$ cat src/rtl/cnn_pkg.sv
package cnn_pkg;

	// weight store geometry
	localparam int DATA_WIDTH = 16; // one float16 pattern
	localparam int KERNEL_SIZE_MAX = 5;
	localparam int SLICE_WORDS = KERNEL_SIZE_MAX * KERNEL_SIZE_MAX;
	localparam int SLICE_IDX_WIDTH = $clog2(SLICE_WORDS);
	localparam int PARA_Y = 3; // lanes per fc beat
	localparam int WEIGHT_RAM_DEPTH = 1024;
	localparam int WEIGHT_ADDR_WIDTH = 10;
	localparam int FM_SIZE_WIDTH = 8;
	localparam int COUNT_WIDTH = 10;

	// host bus
	localparam int WB_ADR_WIDTH = 6;
	localparam int WB_DATA_WIDTH = 32;

	// word addresses, slice words occupy 0 to 24
	localparam logic [WB_ADR_WIDTH-1:0] REG_SLICE_0 = 6'd0;
	localparam logic [WB_ADR_WIDTH-1:0] REG_WRITE_ADDR = 6'd25; // write commits the slice
	localparam logic [WB_ADR_WIDTH-1:0] REG_FM_SIZE = 6'd26;
	localparam logic [WB_ADR_WIDTH-1:0] REG_READ_BASE = 6'd27;
	localparam logic [WB_ADR_WIDTH-1:0] REG_READ_COUNT = 6'd28;
	localparam logic [WB_ADR_WIDTH-1:0] REG_CONTROL = 6'd29; // bit 0 start, bit 1 mode

	typedef enum logic {
		MODE_CONV = 1'b0,
		MODE_FC = 1'b1
	} read_mode_t;

	typedef logic [DATA_WIDTH-1:0] weight_t;

	// 25 weights, word 0 in the low bits
	typedef weight_t [SLICE_WORDS-1:0] weight_slice_t;

	typedef weight_t [PARA_Y-1:0] weight_lanes_t;

	typedef struct packed {
		weight_lanes_t lanes;
		logic last; // final beat of a run
	} weight_beat_t;

	// one run as requested over the bus
	typedef struct packed {
		logic [WEIGHT_ADDR_WIDTH-1:0] base;
		logic [COUNT_WIDTH-1:0] count;
		logic [FM_SIZE_WIDTH-1:0] fm_size;
		read_mode_t mode;
	} fetch_cmd_t;

endpackage

$ cat src/rtl/weight_fetch.sv
`timescale 1ns/1ps

module weight_fetch (
	input logic clk,
	input logic reset,
	input logic fetch_start,
	input cnn_pkg::fetch_cmd_t fetch_cmd,
	input cnn_pkg::weight_lanes_t rd_data,
	input logic stream_ready,
	output logic rd_en,
	output cnn_pkg::read_mode_t rd_mode,
	output logic [cnn_pkg::WEIGHT_ADDR_WIDTH-1:0] rd_addr,
	output logic [cnn_pkg::FM_SIZE_WIDTH-1:0] fm_size,
	output logic busy,
	output logic stream_valid,
	output cnn_pkg::weight_beat_t stream_beat
);
	import cnn_pkg::*;

	fetch_cmd_t cmd_q;
	fetch_cmd_t cmd_cur;
	logic [COUNT_WIDTH-1:0] issued;
	logic [COUNT_WIDTH-1:0] issued_cur;
	logic [COUNT_WIDTH-1:0] accepted;
	logic more;
	logic out_free;
	logic xfer;
	logic last_issue;
	logic pend; // rd_data holds a beat not yet in the output register
	logic pend_last;

	// the first read goes out in the start cycle itself, straight from the command
	assign cmd_cur = fetch_start ? fetch_cmd : cmd_q;
	assign issued_cur = fetch_start ? '0 : issued;

	assign more = (fetch_start || busy) && (issued_cur != cmd_cur.count);
	assign out_free = !stream_valid || stream_ready; // output empty or draining
	assign xfer = stream_valid && stream_ready;
	assign rd_en = more && out_free;

	assign rd_mode = cmd_cur.mode;
	assign fm_size = cmd_cur.fm_size;
	assign rd_addr = cmd_cur.base + WEIGHT_ADDR_WIDTH'(issued_cur);
	assign last_issue = issued_cur == cmd_cur.count - 1'b1;

	always_ff @(posedge clk) begin
		if (fetch_start) begin
			cmd_q <= fetch_cmd;
		end
	end

	always_ff @(posedge clk) begin
		if (reset) begin
			busy <= 1'b0;
			issued <= '0;
			accepted <= '0;
			pend <= 1'b0;
			stream_valid <= 1'b0;
		end else begin
			if (fetch_start) begin
				busy <= 1'b1;
				accepted <= '0;
			end else if (busy && cmd_q.count == '0) begin
				busy <= 1'b0; // empty run ends at once
			end else if (xfer) begin
				accepted <= accepted + 1'b1;
				if (accepted == cmd_q.count - 1'b1) begin
					busy <= 1'b0;
				end
			end

			issued <= issued_cur + COUNT_WIDTH'(rd_en);
			pend <= rd_en || (pend && !out_free);

			if (pend && out_free) begin
				stream_valid <= 1'b1;
			end else if (xfer) begin
				stream_valid <= 1'b0;
			end
		end
	end

	// beat payload follows the read through both stages
	always_ff @(posedge clk) begin
		if (rd_en) begin
			pend_last <= last_issue;
		end
		if (pend && out_free) begin
			stream_beat.lanes <= rd_data;
			stream_beat.last <= pend_last;
		end
	end

endmodule

$ cat config.mk
export PLATFORM = sky130hd
export DESIGN_NAME = weight_fetch
export DESIGN_NICKNAME = d
export VERILOG_FILES = /design/src/rtl/cnn_pkg.sv /design/src/rtl/weight_fetch.sv
export SDC_FILE = /design/constraint.sdc
export NUM_CORES = 1
export LEC_CHECK = 0
export ABC_AREA = 0
export BUFFER_PORTS_ARGS = -buffer_cell sky130_fd_sc_hd__buf_2
export CAP_MARGIN = 40
export CORE_ASPECT_RATIO = 1.4
export CORE_UTILIZATION = 25
export CTS_BUF_LIST = sky130_fd_sc_hd__clkbuf_8
export DETAILED_ROUTE_END_ITERATION = 12
export PLACE_DENSITY = 0.46
export SKIP_CTS_REPAIR_TIMING = 1
export SLEW_MARGIN = 20
export SYNTH_ARGS = -nofsm -noshare
export SYNTH_HDL_FRONTEND = slang
export SYNTH_SLANG_ARGS = --single-unit
$ cat constraint.sdc
create_clock -name clk -period 6.5 [get_ports clk]
set_input_delay 1.95 -clock clk [delete_from_list [all_inputs] [get_ports clk]]
set_output_delay 1.95 -clock clk [all_outputs]
set_load 0.005 [all_outputs]
==> summary.txt <==
Status
  – Status: complete, no violations

Yosys
  – Post-Syn Area: a little under 0.005 mm2
  – Gate Count Post-Synth: 431
  – Mean Syn Cell Area: 11.1 um2
  – YS warnings: 0
  – EDFF count, synth: 50
  – Seq/Total Area, Yosys: a little over half
  – Mapped Nets: about 530
  – Flops & latches, synth: approximately 100
  – Most used DFF post-synth: dfxtp_1
  – Synth async-reset ratio: 0%
  – Yosys cell types: 58

Run
  – Max cap viols: 0

Critical path
  – WP data arrival: 4.31 ns
  – Worst setup EP type: primary output
  – Startpoint class of the critical path: primary input
  – CP most frequent cell: buf_2
  – Slowest CP cell: fa_1
  – CP peak stage delay: 0.40 ns
  – Worst setup path category: primary input to primary output
  – Critical Path, Cell by Cell: buf_2 -> mux2_2 -> ha_1 -> fa_1 -> a21o_1 -> a21oi_1 -> o21ai_0 -> o41ai_1 -> xnor2_1 -> buf_2
  – Crit path required time: 4.55 ns
  – Crit-path max FO: 8

Die
  – Initial Util: about 26%
  – Boundary Pins: around 150
  – Core ar.: between 0.015 and 0.02 mm2
  – Die height: between 150 and 200 um
  – Chip width: approximately 120 um
  – Die area: between 0.015 and 0.02 mm2
  – Row Count: 59

Clock network
  – CTS tree: yes
  – Clock tree buffer depth: 2
  – Sink Count: around 100
  – Num CTS Buffers: 9
  – Reg clk slew, reported paths: approximately 0.09 ns
  – CTS root buf: clkbuf_8
  – H-tree depth: 3
  – Clk_lat worst skew: between 0.3 and 0.4 ns

Global route
  – Vias in the first global route: around 3700
  – First-pass GRT wire length: between 15 and 20 mm
  – Initial antenna violation count: 1
  – Pin count of the biggest net entering global routing: 50
  – Gr usage total: approximately 13%
  – Grt ovf: 0

Finish
  – Area grow syn2layout: 23.9%
  – Fillers: roughly 1900
  – Diode count: 0
  – Final-stage net count: 669
  – Layout cells sized above 1: between 30% and 40%
  – Post-Layout Cell Count: 821

Timing
  – RSZ-0062 raised after global routing: false
  – Post-Route Setup TNS: 0 ns
  – Endpoints failing setup: 0
  – Fin. Hold Viols: 0
  – Max Clock Skew: around 0.012 ns
  – Slew HR: between 60% and 70%
  – Least-Margin Pin Slew: around 0.60 ns
  – Top achievable clock speed: about 160 MHz
  – Slew Viols, Final: 0
  – Period utilization: 96.3%
  – Min Tclk post-route: approximately 6.3 ns
  – Final Hold Slack: 0.426 ns

Placed design
  – Hpwl dp: ~9.6 mm
  – GPL Wtd Cong: between 0.7 and 0.8
  – Port bufs: about 150
  – DP Cell Count: approximately 800

Power
  – Worst vdd ir: ~0.12 mV
  – Tot Pwr: between 0.001 and 0.0015 W
  – P per Cell Area: about 230 mW/mm2
  – Leakage: between 2 and 2.5 nW

Routing
  – Iter 0 DRT Violations: between 150 and 200
  – WL final: 12.1 mm
  – Final ANT Viol Nets: 0
  – Via count: ~3700
  – Routed vias/inst: approximately 4.5
  – First-pass DRT Iterations: 4
  – WL per Instance: approximately 15 um
  – Drt drc: 0

Min path
  – Worst Hold Class: register to register
[cells by family after synthesis]
logic type,count (synthesis),share of synthesized area [%]
AND/OR/NAND/NOR,134,14.9
buffers and inverters,42,4.56
XOR/XNOR,42,7.66
adder cells (fa/ha/maj),16,4.32
flip-flops,102,52.9
AO/OA/AOI/OAI,65,8.75
multiplexers,30,6.88
[layout make-up]
class                      count  area, um2  area share (%)
sequential                   102       2540            42.7
multi-input combinational    287       2050            34.5
timing repair buffer         157        798            13.4
clock inverter                 6       60.1            1.01
inverter                      15       56.3           0.946
clock buffer                  10        138            2.31
tap                          244        305            5.13
[metal layers]
layer  track usage (%)  share of wire [%]
met5                 0                  0
met2              23.0                 52
met3              2.44                5.8
met4              5.45                1.9
met1              13.8                 40
[synth_stat cells, drive strengths merged, types with 4 or more instances]
library cell   n  area share, %
dfxtp         52             22
edfxtp        50             31
nor2          34            2.7
xor2          25            4.6
mux2          21            5.0
buf           19            2.8
a21oi         17            1.8
nand3         17            1.8
xnor2         17            3.1
nand2         16            1.3
ha            15            3.9
inv           15            1.2
o21ai         15            1.6
nor2b         13            1.7
nor3          10            1.0
mux2i          9            1.9
or3            9            1.2
clkbuf         8           0.63
nand4          7           0.91
a31oi          4           0.52
and2           4           0.57
nor4           4           0.52
o31ai          4           0.63
or4            4           0.63
[path summary, 6_finish.rpt]
check	start	end	slack, ns	depth (start not counted)
min	pend_last$_DFFE_PP_	stream_beat[0]$_DFFE_PP_	0.43	0
max reg2reg	cmd_q[13]$_DFF_P_	issued[6]$_SDFF_PP0_	3.79	11
max	fetch_start	rd_addr[8]	0.24	10
min reg2reg	pend_last$_DFFE_PP_	stream_beat[0]$_DFFE_PP_	0.43	0
[where the power goes]
part | switching [W] | internal [W] | total [W]
registers | 0.0000266 | 0.000719 | 0.000746
logic | 0.000101 | 0.0000968 | 0.000198
clock network | 0.000230 | 0.000188 | 0.000417
[worst max-delay path, delay by kind of cell]
family	cells	cell delay, ns
AOI/OAI and AO/OA	4	0.89
adders and majority gates	2	0.63
muxes	1	0.37
buffers and inverters	2	0.31
xor gates and xnor gates	1	0.16
[through the flow]
step | utilization [%] | instance area [um2] | setup WS (ns)
floorplan | - | 4810 | 0.0387
global placement | 30.8 | 5750 | 0.249
detailed placement | 30.8 | 5750 | 0.237
CTS | 31.8 | 5950 | 0.231
global route | 31.9 | 5950 | 0.0976
finish | 31.9 | 5950 | 0.242
[layout by cell type, fill, tap and decap left out, types with 16 or more instances in the layout]
cell and n:
xor2_1 25, nand2_1 16, mux2_2 20, nor2_1 34
nand3_1 17, a21oi_1 17, buf_2 151, xnor2_1 17
dfxtp_1 52, edfxtp_1 50
[flip-flops by register name (all words and copies together) (netlist names), named ones only]
name          flops
accepted         10
pend_last         1
cmd_q            29
stream_beat      49
issued           10
stream_valid      1
busy              1
Note: power is estimated with default switching activity, not from simulation.
