==> config.mk <==
export PLATFORM = sky130hd
export DESIGN_NAME = wb_weight_port
export DESIGN_NICKNAME = d
export VERILOG_FILES = /design/src/rtl/cnn_pkg.sv /design/src/rtl/wb_weight_port.sv
export SDC_FILE = /design/constraint.sdc
export NUM_CORES = 1
export LEC_CHECK = 0
export ABC_CLOCK_PERIOD_IN_PS = 2600
export BUFFER_PORTS_ARGS = -buffer_cell sky130_fd_sc_hd__buf_2
export CAP_MARGIN = 20
export CORE_AREA = 2 2 204 206
export CTS_CLUSTER_SIZE = 8
export DETAILED_ROUTE_END_ITERATION = 12
export DIE_AREA = 0 0 206 208
export GPL_ROUTABILITY_DRIVEN = 0
export PLACE_DENSITY = 0.72
export SYNTH_ARGS = -nofsm -noshare
export SYNTH_HDL_FRONTEND = slang
export SYNTH_SLANG_ARGS = --single-unit
==> constraint.sdc <==
create_clock -name clk -period 2.6 [get_ports clk]
set_input_delay 0.26 -clock clk [delete_from_list [all_inputs] [get_ports clk]]
set_output_delay 0.26 -clock clk [all_outputs]
set_load 0.01 [all_outputs]
==> src/rtl/cnn_pkg.sv <==
package cnn_pkg;

	// weight store geometry
	localparam int DATA_WIDTH = 16; // one float16 pattern
	localparam int KERNEL_SIZE_MAX = 5;
	localparam int SLICE_WORDS = KERNEL_SIZE_MAX * KERNEL_SIZE_MAX;
	localparam int SLICE_IDX_WIDTH = $clog2(SLICE_WORDS);
	localparam int PARA_Y = 3; // lanes per fc beat
	localparam int WEIGHT_RAM_DEPTH = 1024;
	localparam int WEIGHT_ADDR_WIDTH = 10;
	localparam int FM_SIZE_WIDTH = 8;
	localparam int COUNT_WIDTH = 10;

	// host bus
	localparam int WB_ADR_WIDTH = 6;
	localparam int WB_DATA_WIDTH = 32;

	// word addresses, slice words occupy 0 to 24
	localparam logic [WB_ADR_WIDTH-1:0] REG_SLICE_0 = 6'd0;
	localparam logic [WB_ADR_WIDTH-1:0] REG_WRITE_ADDR = 6'd25; // write commits the slice
	localparam logic [WB_ADR_WIDTH-1:0] REG_FM_SIZE = 6'd26;
	localparam logic [WB_ADR_WIDTH-1:0] REG_READ_BASE = 6'd27;
	localparam logic [WB_ADR_WIDTH-1:0] REG_READ_COUNT = 6'd28;
	localparam logic [WB_ADR_WIDTH-1:0] REG_CONTROL = 6'd29; // bit 0 start, bit 1 mode

	typedef enum logic {
		MODE_CONV = 1'b0,
		MODE_FC = 1'b1
	} read_mode_t;

	typedef logic [DATA_WIDTH-1:0] weight_t;

	// 25 weights, word 0 in the low bits
	typedef weight_t [SLICE_WORDS-1:0] weight_slice_t;

	typedef weight_t [PARA_Y-1:0] weight_lanes_t;

	typedef struct packed {
		weight_lanes_t lanes;
		logic last; // final beat of a run
	} weight_beat_t;

	// one run as requested over the bus
	typedef struct packed {
		logic [WEIGHT_ADDR_WIDTH-1:0] base;
		logic [COUNT_WIDTH-1:0] count;
		logic [FM_SIZE_WIDTH-1:0] fm_size;
		read_mode_t mode;
	} fetch_cmd_t;

endpackage

==> src/rtl/wb_weight_port.sv <==
`timescale 1ns/1ps

module wb_weight_port (
	input logic clk,
	input logic reset,
	input logic wb_cyc,
	input logic wb_stb,
	input logic wb_we,
	input logic [cnn_pkg::WB_ADR_WIDTH-1:0] wb_adr,
	input logic [cnn_pkg::WB_DATA_WIDTH-1:0] wb_dat_w,
	input logic busy,
	output logic [cnn_pkg::WB_DATA_WIDTH-1:0] wb_dat_r,
	output logic wb_ack,
	output logic slice_we,
	output logic [cnn_pkg::WEIGHT_ADDR_WIDTH-1:0] slice_addr,
	output cnn_pkg::weight_slice_t slice_data,
	output logic fetch_start,
	output cnn_pkg::fetch_cmd_t fetch_cmd
);
	import cnn_pkg::*;

	logic req;
	logic wr_req;
	logic is_slice;
	logic [SLICE_IDX_WIDTH-1:0] slice_idx;
	logic [WB_DATA_WIDTH-1:0] rd_word;
	logic [FM_SIZE_WIDTH-1:0] fm_size_q;
	logic [WEIGHT_ADDR_WIDTH-1:0] read_base_q;
	logic [COUNT_WIDTH-1:0] read_count_q;
	read_mode_t mode_q;

	// a strobe still high during its own ack is not a new access
	assign req = wb_cyc && wb_stb && !wb_ack;
	assign wr_req = req && wb_we;

	assign is_slice = wb_adr < REG_SLICE_0 + SLICE_WORDS;
	assign slice_idx = SLICE_IDX_WIDTH'(wb_adr - REG_SLICE_0);

	// single cycle ack plus the commit and start pulses on the same edge
	always_ff @(posedge clk) begin
		if (reset) begin
			wb_ack <= 1'b0;
			slice_we <= 1'b0;
			fetch_start <= 1'b0;
		end else begin
			wb_ack <= req;
			slice_we <= wr_req && (wb_adr == REG_WRITE_ADDR);
			fetch_start <= wr_req && (wb_adr == REG_CONTROL) && wb_dat_w[0] && !busy;
		end
	end

	// staging slice, only the low half of each bus word is kept
	always_ff @(posedge clk) begin
		if (wr_req && is_slice) begin
			slice_data[slice_idx] <= wb_dat_w[DATA_WIDTH-1:0];
		end
	end

	always_ff @(posedge clk) begin
		if (wr_req && wb_adr == REG_WRITE_ADDR) begin
			slice_addr <= wb_dat_w[WEIGHT_ADDR_WIDTH-1:0];
		end
	end

	// run configuration
	always_ff @(posedge clk) begin
		if (reset) begin
			fm_size_q <= '0;
			read_base_q <= '0;
			read_count_q <= '0;
			mode_q <= MODE_CONV;
		end else if (wr_req) begin
			case (wb_adr)
				REG_FM_SIZE: fm_size_q <= wb_dat_w[FM_SIZE_WIDTH-1:0];
				REG_READ_BASE: read_base_q <= wb_dat_w[WEIGHT_ADDR_WIDTH-1:0];
				REG_READ_COUNT: read_count_q <= wb_dat_w[COUNT_WIDTH-1:0];
				REG_CONTROL: mode_q <= read_mode_t'(wb_dat_w[1]);
				default: ;
			endcase
		end
	end

	// mode_q already holds the new mode while fetch_start is high
	assign fetch_cmd = '{
		base: read_base_q,
		count: read_count_q,
		fm_size: fm_size_q,
		mode: mode_q
	};

	always_comb begin
		rd_word = '0; // unmapped reads return zero
		if (is_slice) begin
			rd_word[DATA_WIDTH-1:0] = slice_data[slice_idx];
		end else begin
			case (wb_adr)
				REG_WRITE_ADDR: rd_word[WEIGHT_ADDR_WIDTH-1:0] = slice_addr;
				REG_FM_SIZE: rd_word[FM_SIZE_WIDTH-1:0] = fm_size_q;
				REG_READ_BASE: rd_word[WEIGHT_ADDR_WIDTH-1:0] = read_base_q;
				REG_READ_COUNT: rd_word[COUNT_WIDTH-1:0] = read_count_q;
				REG_CONTROL: begin
					rd_word[0] = busy;
					rd_word[1] = mode_q;
				end
				default: ;
			endcase
		end
	end

	always_ff @(posedge clk) begin
		if (req) begin
			wb_dat_r <= rd_word; // valid alongside ack
		end
	end

endmodule

==> flow_summary.toml <==
[cts]
clock_latency_ps = 590
clock_path_buffers = 3
cts_sinks = 458
tritoncts.num_buffers = 67
post_cts_buffers = 0
clk_pin_slew_ps = 50
cts_root_buffer = "clkbuf_16"
htreeDepth = 3
cts_tree = "yes"

[setup_path]
crit_path_end_kind = "flip-flop"
cp_max_fo = 2
critical_path_required_ps = 2940
path_class = "reg -> reg"
worstPathArrival_ps = 2520
startpoint_type = "flip-flop"

[final_layout]
layout-drive-gt1-share_pct = 51.8
postLayoutCoreUtil_pct = 57.8
diodes = 0
stdcell_area_um2 = 23400
nNetsFinal = 1545
area_growth_pct = 32.2
fillers = 3078

[sta]
setup-violations-final = 0
worst_pin_slew_ps = 761
period_minus_slack_ps = 2180
slew_violations = 0
skew_ps = 20.4
fmax_mhz = 459
hold_violations = 0
post-route-period-util_pct = 83.8
slew_headroom_pct = 49.3
rsz0062_at_grt = "false"

[floorplanning]
io_pins = 518
num_rows = 74
core_area_um2 = 40600
initial_core_util_pct = 43.7
die_y_um = 208
die_area_um2 = 42800
die_x_um = 206

[route]
routed_wl_um = 63300
vias = 11900
drt_pre_antenna_iters = 6
drc = 0
via_per_inst = 5.80
ant_nets = 0
drt_iter0_drc = 1323
routedWlPerCell_um = 30.8

[global_route]
first_global_vias = 11900
gr-total-overflow = 0
grt_pass1_wl_um = 88300
track_usage_pct = 29.3
grt_max_degree = 34
antenna_found_initial = 0

[logic_synthesis]
synth.most_common_cell = "edfxtp_1"
seq_area_frac_synth_pct = 75.8
syn_inst = 900
synth_edf_count = 426
synth_common_cells = "edfxtp_1 (426), mux4_2 (100), nand2_1 (47)"
ys_async_sr_fraction_pct = 0
ys_warn_count = 0
synth.area.top_cells = "edfxtp_1 (72%), mux4_2 (13%), dfxtp_1 (3.6%)"
ys_ff_latch = 458
ys.flop_type = "edfxtp_1"
synth_top_area_share_pct = 72.2
synth_top_area_cell = "edfxtp_1"
synth_cell_types = 47
netlist_area_um2 = 17700
avgSynthCellArea_um2 = 19.7

[placement]
placed_area_um2 = 21600
io_buffers = 485
hpwl_um = 44800

[power_and_ir_drop]
leakagePower_nw = 8.73
p_per_area_nw_per_um2 = 714
ir_drop_mv = 0.689

[status]
outcome = "complete, no violations"

[flow_run]
drv_cap = 0

[worst_hold_path]
min_path_type = "in -> reg"
## final timing paths
| path | start | endpoint | slack (ps) | depth (start not counted) |
|---|---|---|---|---|
| worst max-delay path | slice_data[294] | wb_dat_r[6] | 420 | 6 |
| worst min-delay path | wb_we | slice_we | 120 | 3 |
| worst max register to register | slice_data[294] | wb_dat_r[6] | 420 | 6 |
| worst min register to register | read_base_q[8] | read_base_q[8] | 480 | 2 |
## report_power, final
group / switching (mW) / leakage [nW] / internal [mW] / total [mW]
Clock: 3.05 / 0.908 / 4.79 / 7.85
Sequential: 0.0103 / 4.09 / 8.09 / 8.10
Combinational: 0.487 / 3.73 / 0.297 / 0.785
Total: 3.55 / 8.73 / 13.2 / 16.7
## per-layer routing
metal  vias up  global-route usage (%)  share of wire [%]
met3       118                    7.25                9.4
met5         -                       0                  0
met1      6186                    38.3                 38
met4         0                    11.0                3.5
li1       4847                       -                  -
met2       771                    47.6                 49
## repair_timing
item                      4_1_cts  5_1_grt
hold buffers                    1        0
hold endpoints to repair        1        0
gates resized for setup         0        0
## layout by cell type (no fill, tap or decap), types with 21 or more instances in the layout
| master | count |
|---|---|
| dfxtp_1 | 32 |
| nor2_2 | 24 |
| buf_4 | 79 |
| buf_2 | 483 |
| clkbuf_16 | 69 |
| mux2i_1 | 21 |
| nor2_1 | 21 |
| mux4_2 | 100 |
| a22oi_1 | 23 |
| nand2_1 | 47 |
| edfxtp_1 | 426 |
## through the flow
step / power, mW / TNS (ps) / setup slack (ps) / hold WS (ps) / std cells
2_1_floorplan: 8.64 / -31430 / -134 / 332 / 915
3_3_place_gp: 9.02 / -154 / -154 / 453 / 1963
3_5_place_dp: 9.03 / -206 / -178 / 464 / 1963
4_1_cts: 16.8 / 0 / 423 / 75.4 / 2056
5_1_grt: 17.2 / 0 / 310 / 133 / 2056
6_report: 16.7 / 0 / 420 / 121 / 2056
## flip-flops by register name, summed over array words and instances (netlist names)
name	flops
slice_addr	10
read_base_q	10
mode_q	1
slice_we	1
wb_ack	1
fetch_start	1
wb_dat_r	16
read_count_q	10
slice_data	400
fm_size_q	8
## area by class of cell
class / instances / area, µm² / area share [%]
Clock buffer: 86 / 1800 / 7.68
Timing Repair Buffer: 584 / 3430 / 14.6
Sequential cell: 458 / 13400 / 57.3
Tap cell: 532 / 666 / 2.84
Inverter: 3 / 11.3 / 0.0481
Multi-Input combinational cell: 387 / 4020 / 17.2
Clock inverter: 6 / 63.8 / 0.272
## cells by family (layout without fill, tap and decap cells)
logic type	count (synthesis)	in the layout	synth area share (%)
buffers and inverters	70	679	2.19
AND/OR/NAND/NOR	151	151	3.97
AO/OA/AOI/OAI	94	94	3.85
flip-flops	458	458	75.8
other	1	16	0.0212
multiplexers	126	126	14.2
## critical path, cell delays in order, from the launching register on
cell and delay (ps):
edfxtp_1 410, mux4_2 480, mux2_2 280, a222oi_1 360, buf_4 180, o21ai_1 50, a21o_1 180
Power figures use the tool's default switching activity.
